===== src/design/frontend_pkg.sv =====
package frontend_pkg;

    // one instruction word or one pc
    typedef logic [31:0] word_t;

    // pair returned by the instruction bus, low half is the 8-aligned word
    typedef logic [63:0] ibus_data_t;

    typedef logic [4:0] reg_idx_t;

    // occupancy and free space, 0 to 8
    typedef logic [3:0] qcount_t;

    localparam int QUEUE_DEPTH = 8;
    localparam int QPTR_W = $clog2(QUEUE_DEPTH);

    typedef logic [QPTR_W-1:0] qptr_t;

    localparam word_t RESET_PC = 32'hbfc0_0000;

    typedef enum logic [1:0] {
        FETCH_IDLE,
        FETCH_REQ,
        FETCH_WAIT,
        FETCH_HALT
    } fetch_state_t;

    // register written by an instruction, zero when it writes none
    // r-type writes rd, immediate alu ops and loads write rt
    // sources are always rs (25:21) and rt (20:16)
    function automatic reg_idx_t dest_reg(input word_t instr);
        logic [5:0] opcode;
        opcode = instr[31:26];
        if (opcode == 6'h00) begin
            return instr[15:11];
        end else if ((opcode >= 6'h08 && opcode <= 6'h0f) ||
                     (opcode >= 6'h20 && opcode <= 6'h27)) begin
            return instr[20:16];
        end
        return '0;
    endfunction

endpackage

===== src/design/queue_pop_if.sv =====
`timescale 1ns/1ns

interface queue_pop_if;
    // how many of the two head slots hold data
    logic [1:0]          head_count;
    frontend_pkg::word_t pc0;
    frontend_pkg::word_t instr0;
    logic                exc0;
    frontend_pkg::word_t pc1;
    frontend_pkg::word_t instr1;
    logic                exc1;

    // slots taken by the issue unit at this edge
    logic [1:0]          pop_count;

    modport source (
        output head_count, pc0, instr0, exc0, pc1, instr1, exc1,
        input  pop_count
    );

    modport sink (
        input  head_count, pc0, instr0, exc0, pc1, instr1, exc1,
        output pop_count
    );

endinterface


===== src/design/fetch_slot_if.sv =====
`timescale 1ns/1ns

interface fetch_slot_if;
    // number of slots offered this cycle, slot 0 is the older one
    logic [1:0]            push_count;
    frontend_pkg::word_t   pc0;
    frontend_pkg::word_t   instr0;
    logic                  exc0;
    frontend_pkg::word_t   pc1;
    frontend_pkg::word_t   instr1;

    // space left in the queue
    frontend_pkg::qcount_t free_count;

    modport producer (
        output push_count, pc0, instr0, exc0, pc1, instr1,
        input  free_count
    );

    modport consumer (
        input  push_count, pc0, instr0, exc0, pc1, instr1,
        output free_count
    );

endinterface


===== src/design/frontend_top.sv =====
`timescale 1ns/1ns

module frontend_top (
    input  logic                     clk,
    input  logic                     reset,

    // instruction bus
    output logic                     ireq_valid,
    output frontend_pkg::word_t      ireq_addr,
    input  logic                     iresp_addr_ok,
    input  logic                     iresp_data_ok,
    input  frontend_pkg::ibus_data_t iresp_data,

    // branch or exception target, one-cycle pulse
    input  logic                     redirect_valid,
    input  frontend_pkg::word_t      redirect_pc,

    input  logic                     issue_stall,
    output logic [1:0]               issue_valid,
    output frontend_pkg::word_t      issue_pc0,
    output frontend_pkg::word_t      issue_instr0,
    output frontend_pkg::word_t      issue_pc1,
    output frontend_pkg::word_t      issue_instr1,
    output logic                     issue_exc
);

    fetch_slot_if fetch_slots ();
    queue_pop_if  queue_head ();

    fetch_unit u_fetch (
        .clk            (clk),
        .reset          (reset),
        .ireq_valid     (ireq_valid),
        .ireq_addr      (ireq_addr),
        .iresp_addr_ok  (iresp_addr_ok),
        .iresp_data_ok  (iresp_data_ok),
        .iresp_data     (iresp_data),
        .redirect_valid (redirect_valid),
        .redirect_pc    (redirect_pc),
        .slots          (fetch_slots.producer)
    );

    // redirect empties the queue and the issue registers at the same edge
    fetch_queue u_queue (
        .clk   (clk),
        .reset (reset),
        .flush (redirect_valid),
        .push  (fetch_slots.consumer),
        .pop   (queue_head.source)
    );

    issue_unit u_issue (
        .clk          (clk),
        .reset        (reset),
        .flush        (redirect_valid),
        .issue_stall  (issue_stall),
        .head         (queue_head.sink),
        .issue_valid  (issue_valid),
        .issue_pc0    (issue_pc0),
        .issue_instr0 (issue_instr0),
        .issue_pc1    (issue_pc1),
        .issue_instr1 (issue_instr1),
        .issue_exc    (issue_exc)
    );

endmodule


===== src/design/issue_unit.sv =====
`timescale 1ns/1ns

module issue_unit (
    input  logic                clk,
    input  logic                reset,
    input  logic                flush,
    input  logic                issue_stall,
    queue_pop_if.sink           head,
    output logic [1:0]          issue_valid,
    output frontend_pkg::word_t issue_pc0,
    output frontend_pkg::word_t issue_instr0,
    output frontend_pkg::word_t issue_pc1,
    output frontend_pkg::word_t issue_instr1,
    output logic                issue_exc
);

    frontend_pkg::reg_idx_t dest0;
    frontend_pkg::reg_idx_t src_rs1;
    frontend_pkg::reg_idx_t src_rt1;
    logic                   raw_hazard;
    logic                   take0;
    logic                   take1;

    assign dest0   = frontend_pkg::dest_reg(head.instr0);
    assign src_rs1 = head.instr1[25:21];
    assign src_rt1 = head.instr1[20:16];

    // r0 is never a real dependency
    assign raw_hazard = (dest0 != '0) && (src_rs1 == dest0 || src_rt1 == dest0);

    // oldest slot goes whenever there is one
    assign take0 = !issue_stall && head.head_count != 2'd0;

    // second slot pairs only with a clean, independent first slot
    assign take1 = take0 && head.head_count == 2'd2 && !head.exc0 && !head.exc1 &&
                   !raw_hazard;

    assign head.pop_count = take1 ? 2'd2 : (take0 ? 2'd1 : 2'd0);

    always_ff @(posedge clk) begin
        if (reset || flush) begin
            issue_valid <= 2'b00;
            issue_exc   <= 1'b0;
        end else if (!issue_stall) begin
            issue_valid <= {take1, take0};
            issue_exc   <= take0 && head.exc0;
        end
    end

    // payload holds while stalled since nothing is taken then
    always_ff @(posedge clk) begin
        if (take0) begin
            issue_pc0    <= head.pc0;
            issue_instr0 <= head.instr0;
        end
        if (take1) begin
            issue_pc1    <= head.pc1;
            issue_instr1 <= head.instr1;
        end
    end

endmodule


===== src/design/fetch_queue.sv =====
`timescale 1ns/1ns

module fetch_queue (
    input  logic           clk,
    input  logic           reset,
    input  logic           flush,
    fetch_slot_if.consumer push,
    queue_pop_if.source    pop
);

    frontend_pkg::word_t   pc_mem    [frontend_pkg::QUEUE_DEPTH];
    frontend_pkg::word_t   instr_mem [frontend_pkg::QUEUE_DEPTH];
    logic                  exc_mem   [frontend_pkg::QUEUE_DEPTH];

    frontend_pkg::qptr_t   rd_ptr;
    frontend_pkg::qptr_t   wr_ptr;
    frontend_pkg::qptr_t   rd_ptr_1;
    frontend_pkg::qptr_t   wr_ptr_1;
    frontend_pkg::qcount_t count;

    // second slot positions, wrap comes free with a power-of-two depth
    assign rd_ptr_1 = rd_ptr + frontend_pkg::qptr_t'(1);
    assign wr_ptr_1 = wr_ptr + frontend_pkg::qptr_t'(1);

    assign push.free_count = frontend_pkg::qcount_t'(frontend_pkg::QUEUE_DEPTH) - count;

    assign pop.head_count = (count >= frontend_pkg::qcount_t'(2)) ? 2'd2 : count[1:0];
    assign pop.pc0        = pc_mem[rd_ptr];
    assign pop.instr0     = instr_mem[rd_ptr];
    assign pop.exc0       = exc_mem[rd_ptr];
    assign pop.pc1        = pc_mem[rd_ptr_1];
    assign pop.instr1     = instr_mem[rd_ptr_1];
    assign pop.exc1       = exc_mem[rd_ptr_1];

    // slot storage
    always_ff @(posedge clk) begin
        if (!flush && push.push_count != 2'd0) begin
            pc_mem[wr_ptr]    <= push.pc0;
            instr_mem[wr_ptr] <= push.instr0;
            exc_mem[wr_ptr]   <= push.exc0;
        end
        if (!flush && push.push_count == 2'd2) begin
            pc_mem[wr_ptr_1]    <= push.pc1;
            instr_mem[wr_ptr_1] <= push.instr1;
            // only a lone slot can carry an exception
            exc_mem[wr_ptr_1]   <= 1'b0;
        end
    end

    always_ff @(posedge clk) begin
        if (reset || flush) begin
            rd_ptr <= '0;
            wr_ptr <= '0;
            count  <= '0;
        end else begin
            wr_ptr <= wr_ptr + frontend_pkg::qptr_t'(push.push_count);
            rd_ptr <= rd_ptr + frontend_pkg::qptr_t'(pop.pop_count);
            count  <= count + frontend_pkg::qcount_t'(push.push_count)
                            - frontend_pkg::qcount_t'(pop.pop_count);
        end
    end

endmodule


===== src/design/fetch_unit.sv =====
`timescale 1ns/1ns

module fetch_unit (
    input  logic                     clk,
    input  logic                     reset,
    output logic                     ireq_valid,
    output frontend_pkg::word_t      ireq_addr,
    input  logic                     iresp_addr_ok,
    input  logic                     iresp_data_ok,
    input  frontend_pkg::ibus_data_t iresp_data,
    input  logic                     redirect_valid,
    input  frontend_pkg::word_t      redirect_pc,
    fetch_slot_if.producer           slots
);

    frontend_pkg::fetch_state_t state;
    frontend_pkg::word_t        pc;
    frontend_pkg::word_t        req_addr;
    logic                       discard;
    logic                       misaligned;
    logic                       room_for_pair;
    logic                       resp_taken;
    logic                       exc_push;

    assign misaligned    = pc[1:0] != 2'b00;
    assign room_for_pair = slots.free_count >= frontend_pkg::qcount_t'(2);

    // response to the current request, not a leftover from an old path
    assign resp_taken = (state == frontend_pkg::FETCH_WAIT) && iresp_data_ok && !discard;

    // misaligned target becomes a single exception slot
    assign exc_push = (state == frontend_pkg::FETCH_IDLE) && misaligned &&
                      (slots.free_count != '0);

    assign ireq_valid = state == frontend_pkg::FETCH_REQ;
    assign ireq_addr  = req_addr;

    // pc[1:0] is zero for every requested pc, so slot 0 always carries pc
    assign slots.pc0    = pc;
    assign slots.instr0 = !resp_taken ? '0 :
                          (pc[2] ? iresp_data[63:32] : iresp_data[31:0]);
    assign slots.exc0   = exc_push;
    assign slots.pc1    = {pc[31:3], 3'b100};
    assign slots.instr1 = iresp_data[63:32];

    always_comb begin
        slots.push_count = 2'd0;
        if (resp_taken) begin
            // upper-word start only wants the +4 half
            slots.push_count = pc[2] ? 2'd1 : 2'd2;
        end else if (exc_push) begin
            slots.push_count = 2'd1;
        end
    end

    // address follows pc while idle, frozen once the request is up
    always_ff @(posedge clk) begin
        if (state == frontend_pkg::FETCH_IDLE) begin
            req_addr <= {pc[31:3], 3'b000};
        end
    end

    always_ff @(posedge clk) begin
        if (reset) begin
            state   <= frontend_pkg::FETCH_IDLE;
            pc      <= frontend_pkg::RESET_PC;
            discard <= 1'b0;
        end else if (redirect_valid) begin
            state <= frontend_pkg::FETCH_IDLE;
            pc    <= redirect_pc;
            // accepted request with data still to come gets its response dropped
            discard <= ((discard || state == frontend_pkg::FETCH_WAIT) && !iresp_data_ok) ||
                       (state == frontend_pkg::FETCH_REQ && iresp_addr_ok);
        end else begin
            if (discard && iresp_data_ok) begin
                discard <= 1'b0;
            end
            case (state)
                frontend_pkg::FETCH_IDLE: begin
                    if (misaligned) begin
                        if (exc_push) begin
                            state <= frontend_pkg::FETCH_HALT;
                        end
                    end else if (!discard && room_for_pair) begin
                        state <= frontend_pkg::FETCH_REQ;
                    end
                end
                frontend_pkg::FETCH_REQ: begin
                    if (iresp_addr_ok) begin
                        state <= frontend_pkg::FETCH_WAIT;
                    end
                end
                frontend_pkg::FETCH_WAIT: begin
                    if (resp_taken) begin
                        state <= frontend_pkg::FETCH_IDLE;
                        pc    <= {pc[31:3], 3'b000} + 32'd8;
                    end
                end
                default: begin
                    // halted until the next redirect
                    state <= frontend_pkg::FETCH_HALT;
                end
            endcase
        end
    end

endmodule


===== config.mk =====
export PLATFORM = sky130hd
export DESIGN_NAME = frontend_top
export DESIGN_NICKNAME = d
export VERILOG_FILES = /design/src/design/frontend_pkg.sv /design/src/design/queue_pop_if.sv /design/src/design/fetch_slot_if.sv /design/src/design/frontend_top.sv /design/src/design/issue_unit.sv /design/src/design/fetch_queue.sv /design/src/design/fetch_unit.sv
export SDC_FILE = /design/constraint.sdc
export NUM_CORES = 1
export LEC_CHECK = 0
export ABC_CLOCK_PERIOD_IN_PS = 6400
export BUFFER_PORTS_ARGS = -buffer_cell sky130_fd_sc_hd__buf_2
export CAP_MARGIN = 25
export CORE_ASPECT_RATIO = 0.6
export CORE_MARGIN = 4
export CORE_UTILIZATION = 40
export CTS_CLUSTER_DIAMETER = 40
export DETAILED_ROUTE_END_ITERATION = 8
export GPL_TIMING_DRIVEN = 0
export HOLD_SLACK_MARGIN = 0.02
export PLACE_DENSITY = 0.61
export SYNTH_ARGS = -nofsm -noshare
export SYNTH_HDL_FRONTEND = slang
export SYNTH_SLANG_ARGS = --single-unit

===== constraint.sdc =====
create_clock -name clk -period 6.4 [get_ports clk]
set_input_delay 1.92 -clock clk [delete_from_list [all_inputs] [get_ports clk]]
set_output_delay 1.92 -clock clk [all_outputs]
set_load 0.02 [all_outputs]

==> results of run 1 <==
-- registers in the layout (all words and copies together) (netlist names) --
signal                flops
u_issue.issue_pc0        32
u_queue.count             4
u_queue.rd_ptr            3
u_issue.issue_instr0     32
u_queue.instr_mem       256
u_fetch.slots.pc0        32
u_queue.exc_mem           8
u_issue.issue_valid       2
u_queue.pc_mem          256
u_queue.wr_ptr            3
u_fetch.state             2
u_fetch.ireq_addr        29
u_issue.issue_exc         1
u_issue.issue_instr1     32
u_fetch.discard           1
u_issue.issue_pc1        32
-- cells in the mapped netlist, drive strengths merged, types with 3 or more instances --
cell / instances
or2: 3
nand2: 340
mux2i: 24
mux4: 258
a211o: 3
nor3: 9
fa: 4
or3: 12
nor2: 70
nand4: 7
buf: 60
o21ai: 272
a31oi: 3
dfxtp: 80
and3: 8
and2: 239
a21oi: 51
ha: 17
xnor2: 20
nor2b: 4
clkbuf: 186
inv: 16
nand3: 34
nand2b: 14
nand3b: 4
a22oi: 5
mux2: 162
xor2: 21
edfxtp: 645
-- cell families after synthesis --
kind of cell,synth area share
AO/OA/AOI/OAI,0.04954
XOR/XNOR,0.009970
adder cells (fa/ha/maj),0.008129
buffers and inverters,0.02974
flip-flops,0.5822
multiplexers,0.2187
other,0.0001041
AND/OR/NAND/NOR,0.1016
-- worst register-to-register path, stage by stage, from the launching register on --
cell,delay (ns)
dfxtp_1,0.53
buf_2,0.49
buf_2,0.42
mux4_2,0.35
mux2_2,0.39
or4_1,0.55
o21a_1,0.18
a21oi_1,0.18
or3_1,0.14
o22a_1,0.34
and3_4,0.55
buf_16,0.35
fa_1,0.50
inv_1,0.11
ha_1,0.23
a21o_1,0.17
a21oi_1,0.19
xnor2_1,0.14
nor2_1,0.05
-- through the flow --
stage	cell area, µm²	hold WS (ns)	instances	TNS [ns]
final	42810	0.4247	4242	0
after global routing	42810	0.4399	4242	0
after CTS	42710	0.4277	4234	0
after detailed placement	39260	0.4135	4050	0
after global placement	38680	0.4117	4025	-1226.26
after floorplan	36030	0.4029	2592	0
-- worst max-delay path by stage --
stage / startpoint / to / slack, ns / cells after the start
CTS: u_queue.rd_ptr[2]$_SDFF_PP0_ / u_queue.count[3]$_SDFF_PP0_ / 0.27 / 18
detailed placement: u_queue.rd_ptr[2]$_SDFF_PP0_ / u_queue.count[3]$_SDFF_PP0_ / 0.26 / 18
global placement: u_queue.rd_ptr[2]$_SDFF_PP0_ / u_queue.count[3]$_SDFF_PP0_ / -2.39 / 17
floorplan: u_queue.rd_ptr[0]$_SDFF_PP0_ / u_queue.count[3]$_SDFF_PP0_ / 0.62 / 17
global route: u_queue.rd_ptr[2]$_SDFF_PP0_ / u_queue.count[3]$_SDFF_PP0_ / 0.13 / 18
finish: u_queue.rd_ptr[2]$_SDFF_PP0_ / u_queue.count[3]$_SDFF_PP0_ / 0.40 / 18
-- metal layers --
layer | GRT usage | up-vias | routed length, µm
li1 | - | 10500 | -
met1 | 0.3624 | 12760 | 49560
met2 | 0.3603 | 1800 | 51500
met3 | 0.08192 | 250 | 16390
met4 | 0.07685 | 0 | 3290
met5 | 0 | - | 0
-- layout make-up --
cell class	count	area, µm²
plain buffers	245	1040
fillers	7561	45580
inverters	16	60.06
repair buffers	261	1775
diodes	2	5.005
multi-input cells	1605	14000
clock inverters	78	950.9
well taps	1204	1506
clock buffers	106	2501
flip-flops and latches	725	20970
-- where the power goes --
group	internal [mW]	total, mW	switching, mW	leakage, nW
sequential	5.84	6.02	0.182	6.72
clock	3.41	5.77	2.36	1.67
combinational	1.53	3.91	2.37	6.01
==> out/qor.csv, run 1 <==
stage,metric,value,unit
outcome,status,completed,
place,pre-CTS WS,0.2645,ns
clocking,"Clk pin slew, worst setup/hold paths",0.06,ns
sta,clock skew,0.03496,ns
setup_path,reg-to-reg endpoint,u_queue.count[3]$_SDFF_PP0_,
setup_path,CP required,6.95,ns
sta,period utilization,0.9381,
setup_path,Top delay family on crit path,buffers and inverters,
sta,RSZ-0062 raised after global routing,no,
setup_path,crit path max fanout,45,
place,Final GP Congestion,0.8838,
setup_path,flop-to-flop setup slack,0.40,ns
clocking,Sink Count,725,
logic_synthesis,"area leader, netlist",edfxtp_1,
logic_synthesis,syn avg cell area,13.91,µm²
power_and_ir_drop,Tot Pwr,15.70,mW
floorplan,Die Area,95070,µm²
sta,Worst-Margin Slew,1.162,ns
sta,fin. max-slew vios,0,
drt,drt initial violations,3638,
place,dpl hpwl,84270,µm
clocking,post-CTS setup buffer count,0,
clocking,# hold bufs at CTS,0,
cells_and_area,"commonest non-fill, non-tap cell in the layout",edfxtp_1,
drt,vias,25310,
logic_synthesis,Yosys cell types,48,
power_and_ir_drop,power per cell area,366.7,nW/µm²
sta,final hold vios,0,
setup_path,Buf/Inv on CP,4,
drt,Vias/cell,5.966,
floorplan,core area,88390,µm²
power_and_ir_drop,leakage power,14.40,nW
sta,Setup-failing EPs final,0,
sta,Max Clock Freq,0.1666,GHz
global_route,GRT Overall Usage,0.2508,
floorplan,row cnt,84,
logic_synthesis,sequential-to-total area share from yosys stat,0.5822,
min_path,HP Class,register to register,
min_path,number of cells on the worst hold path,0,
cells_and_area,final net count,3074,
global_route,initial antenna violation count,6,
sta,Final min period,6.004,ns
floorplan,width of the die,395.4,µm
cells_and_area,"commonest cells after routing, fill and taps aside","645 x edfxtp_1, 340 x nand2_1, 272 x o21ai_0, 261 x buf_2, 258 x mux4_2",
setup_path,WS Path Type,register to register,
sta,Worst slew margin,0.2191,
cells_and_area,post-route core utilization,0.4844,
clocking,Root Driver,clkbuf_16,
logic_synthesis,"Primary FF master, synth",edfxtp_1,
place,Port Buffers,229,
power_and_ir_drop,worst vdd ir,0.2119,mV
job,Max Cap Violations,0,
clocking,Post-CTS Resized,0,
clocking,Num CTS Buffers,97,
setup_path,Reg2Reg Depth,18,
global_route,GRT overflow,0,
logic_synthesis,yosys warns,0,
setup_path,crit start category,register,
logic_synthesis,number of synthesized register bits,725,
min_path,Min-Delay Endpoint,u_fetch.ireq_addr[26]$_DFFE_PN_,
min_path,Worst Hold Launch,u_fetch.slots.pc0[26]$_SDFFE_PP1P_,
setup_path,Worst Path Arrival,6.56,ns
global_route,vias in the first global route,25110,
setup_path,critical path's slowest cell,and3_4,
setup_path,CP peak stage delay,0.55,ns
clocking,CTS tree,built,
setup_path,endpoint type of the worst setup path,register,
logic_synthesis,cell count after synthesis,2590,
drt,post-route ant nets,0,
sta,setup ws final,0.3960,ns
drt,DR DRC count,0,
global_route,global-route wire length before repair,173000,µm
clocking,Bufs on Longest Clock Path,3,
logic_synthesis,number of synthesized flops with an enable pin,645,
logic_synthesis,top post-synthesis cells by area,"edfxtp_1 54%, mux4_2 16%, mux2_2 5.0%",
setup_path,reg2reg start,u_queue.rd_ptr[2]$_SDFF_PP0_,
logic_synthesis,Yosys top cell area share,0.5377,
drt,TritonRoute pass-1 iters,8,
setup_path,crit-path cells,buf_2 > buf_2 > mux4_2 > mux2_2 > or4_1 > o21a_1 > a21oi_1 > or3_1 > o22a_1 > and3_4 > buf_16 > fa_1 > inv_1 > ha_1 > a21o_1 > a21oi_1 > xnor2_1 > nor2_1,
clocking,clk_lat worst skew,0.70,ns
floorplan,effective utilization at floorplan,0.4075,
drt,total wire length,120700,µm
cells_and_area,share of cells above drive strength 1,0.3014,
logic_synthesis,async set-reset flop share out of synthesis,0,
floorplan,I/O pin total,266,
logic_synthesis,synthesized area,36020,µm²
global_route,largest net degree at the start of global routing,52,
clocking,# H-tree levels,3,
drt,WL/cell,28.46,µm
floorplan,Die Height,240.4,µm
cells_and_area,P&R area growth vs syn,18.87,%
Note: power is estimated with default switching activity, not from simulation.
==> inputs of run 2 (changes only) <==
Settings changed: ABC_CLOCK_PERIOD_IN_PS 6400 to 5800, PLACE_DENSITY 0.61 to 0.59.
Clock period 6.4 ns to 5.8 ns, I/O delays scaled along.
==> run 2 against run 1 <==
Against the previous run:
- core utilization shrank 0.18 points
- routed wire length grew 2.1%
- non-clock buffer count grew 3
- global-route usage grew 0.46 points
- first-iteration DRC count shrank 5.1%
- via count grew 0.46%
- power grew 9.1%
- register-to-register slack lost 0.21 ns
- combinational power grew 12%
- die area is the same
- sequential power grew 10%
- cell count is essentially flat
- critical path type unchanged
==> out/qor.csv, run 2 (synthesized netlist as in run 1, its figures left out) <==
stage,metric,value,unit
drt,vias,25420,
cells_and_area,largest registers,"u_queue.instr_mem (256), u_queue.pc_mem (256)",
floorplan,row cnt,84,
cells_and_area,share of cells above drive strength 1,0.2980,
job,Max Cap Violations,0,
floorplan,Die Area,95070,µm²
sta,fin. max-slew vios,0,
cells_and_area,fillers,7615,
clocking,CTS tree,built,
setup_path,endpoint type of the worst setup path,register,
place,Post-DP Area,39270,µm²
setup_path,critical path's slowest cell,a211oi_2,
setup_path,WS Path Type,register to register,
drt,Vias/cell,5.991,
clocking,Num CTS Buffers,96,
place,Final GP Congestion,0.8924,
global_route,largest net degree at the start of global routing,51,
setup_path,Crit path top cell by count,buf_6,
cells_and_area,"commonest cells after routing, fill and taps aside","645 x edfxtp_1, 340 x nand2_1, 272 x o21ai_0, 260 x buf_2, 258 x mux4_2",
place,dpl hpwl,84800,µm
power_and_ir_drop,worst vdd ir,0.2243,mV
setup_path,crit start category,register,
power_and_ir_drop,leakage power,14.32,nW
setup_path,CP required,6.33,ns
sta,clock skew,0.03673,ns
floorplan,core area,88390,µm²
setup_path,crit path max fanout,44,
floorplan,effective utilization at floorplan,0.4075,
cells_and_area,final net count,3077,
outcome,status,completed,
sta,RSZ-0062 raised after global routing,no,
sta,Final min period,5.612,ns
global_route,GRT Overall Usage,0.2554,
power_and_ir_drop,power per cell area,401.4,nW/µm²
place,Port Buffers,229,
setup_path,crit-path cells,buf_6 > buf_6 > buf_6 > buf_4 > buf_2 > buf_2 > mux4_2 > mux2_2 > a211oi_2 > and3_4 > buf_16 > fa_1 > inv_1 > ha_1 > a21o_1 > a21oi_1 > xnor2_1 > nor2_1,
clocking,"Clk pin slew, worst setup/hold paths",0.06,ns
drt,WL/cell,29.06,µm
cells_and_area,design area,42650,µm²
min_path,HP Class,register to register,
sta,final hold vios,0,
clocking,Sink Count,725,
floorplan,I/O pin total,266,
clocking,# hold bufs at CTS,0,
global_route,vias in the first global route,25490,
clocking,Root Driver,clkbuf_16,
drt,TritonRoute pass-1 iters,6,
sta,Worst slew margin,0.2487,
setup_path,CP peak stage delay,0.50,ns
cells_and_area,"commonest non-fill, non-tap cell in the layout",edfxtp_1,
clocking,clk_lat worst skew,0.69,ns
sta,period utilization,0.9677,
place,pre-CTS WS,-0.3903,ns
global_route,GRT overflow,0,
sta,Setup-failing EPs final,0,
clocking,# H-tree levels,3,
sta,Max Clock Freq,0.1782,GHz
floorplan,Die Height,240.4,µm
place,Inst Count DP,4053,
cells_and_area,P&R area growth vs syn,18.41,%
setup_path,Buf/Inv on CP,8,
drt,total wire length,123300,µm
floorplan,width of the die,395.4,µm
setup_path,Worst Path Arrival,6.14,ns
drt,drt initial violations,3454,
global_route,global-route wire length before repair,175900,µm
sta,setup ws final,0.1876,ns
sta,Worst-Margin Slew,1.127,ns
drt,DR DRC count,0,
cells_and_area,Final Non-Filler Cells,4244,
drt,post-route ant nets,0,
clocking,Bufs on Longest Clock Path,3,
setup_path,Top delay family on crit path,buffers and inverters,
global_route,initial antenna violation count,6,
-- run 2: changes by cell type in the layout (fill, tap and decap cells not counted), moves of 4 or more --
cell and delta:
clkinv_1 +11, buf_12 +5, buf_16 -5, clkbuf_16 +4, clkinv_2 -9, bufinv_16 -5
-- run 2: per-layer routing --
layer  up-vias  track usage  routed length [µm]
li1      10500            -                   -
met1     12890       0.3696               51100
met2      1779       0.3727               53050
met4         0      0.07317                3427
met3       253      0.07840               15750
met5         -            0                   0
-- run 2: path summary, 6_finish.rpt --
check / startpoint / to / slack [ns] / cells past startpoint
max: u_queue.rd_ptr[0]$_SDFF_PP0_ / u_queue.count[3]$_SDFF_PP0_ / 0.19 / 18
min: u_fetch.slots.pc0[26]$_SDFFE_PP1P_ / u_fetch.ireq_addr[26]$_DFFE_PN_ / 0.43 / 0
max reg2reg: u_queue.rd_ptr[0]$_SDFF_PP0_ / u_queue.count[3]$_SDFF_PP0_ / 0.19 / 18
min reg2reg: u_fetch.slots.pc0[26]$_SDFFE_PP1P_ / u_fetch.ireq_addr[26]$_DFFE_PN_ / 0.43 / 0
-- run 2: final cells by class --
type                       count  area (µm²)  share of cell area
sequential                   725       20970              0.4917
clock buffer                 110        2581             0.06052
multi-input combinational   1606       14020              0.3287
inverter                      16       60.06            0.001408
tap                         1204        1506             0.03532
antenna                        3       7.507           0.0001760
clock inverter                71       703.2             0.01649
buffer                       246        1054             0.02470
timing repair buffer         263        1748             0.04098
-- run 2: stage by stage --
step           hold WS (ns)  setup TNS, ns  power [mW]    util
5_1_grt              0.4350              0       17.71  0.4825
4_1_cts              0.4275              0       17.19  0.4819
3_3_place_gp         0.4156       -1650.73       10.88  0.4377
3_5_place_dp         0.4129        -0.6563       11.05  0.4443
6_report             0.4292              0       17.12  0.4825
2_1_floorplan        0.4029              0       9.364       -
-- run 2: what timing repair did --
| item | 4_1_cts | 5_1_grt |
|---|---|---|
| buffers inserted | 1 | 0 |
| endpoints found under the hold margin | 0 | 0 |
| setup endpoints to repair | 3 | 0 |
| gates resized for setup | 6 | 0 |
-- run 2: report_power, final --
group / leakage (nW) / total, mW / switching, mW / internal (mW)
Sequential: 6.72 / 6.65 / 0.202 / 6.44
Clock: 1.59 / 6.10 / 2.52 / 3.58
Combinational: 6.02 / 4.37 / 2.68 / 1.70
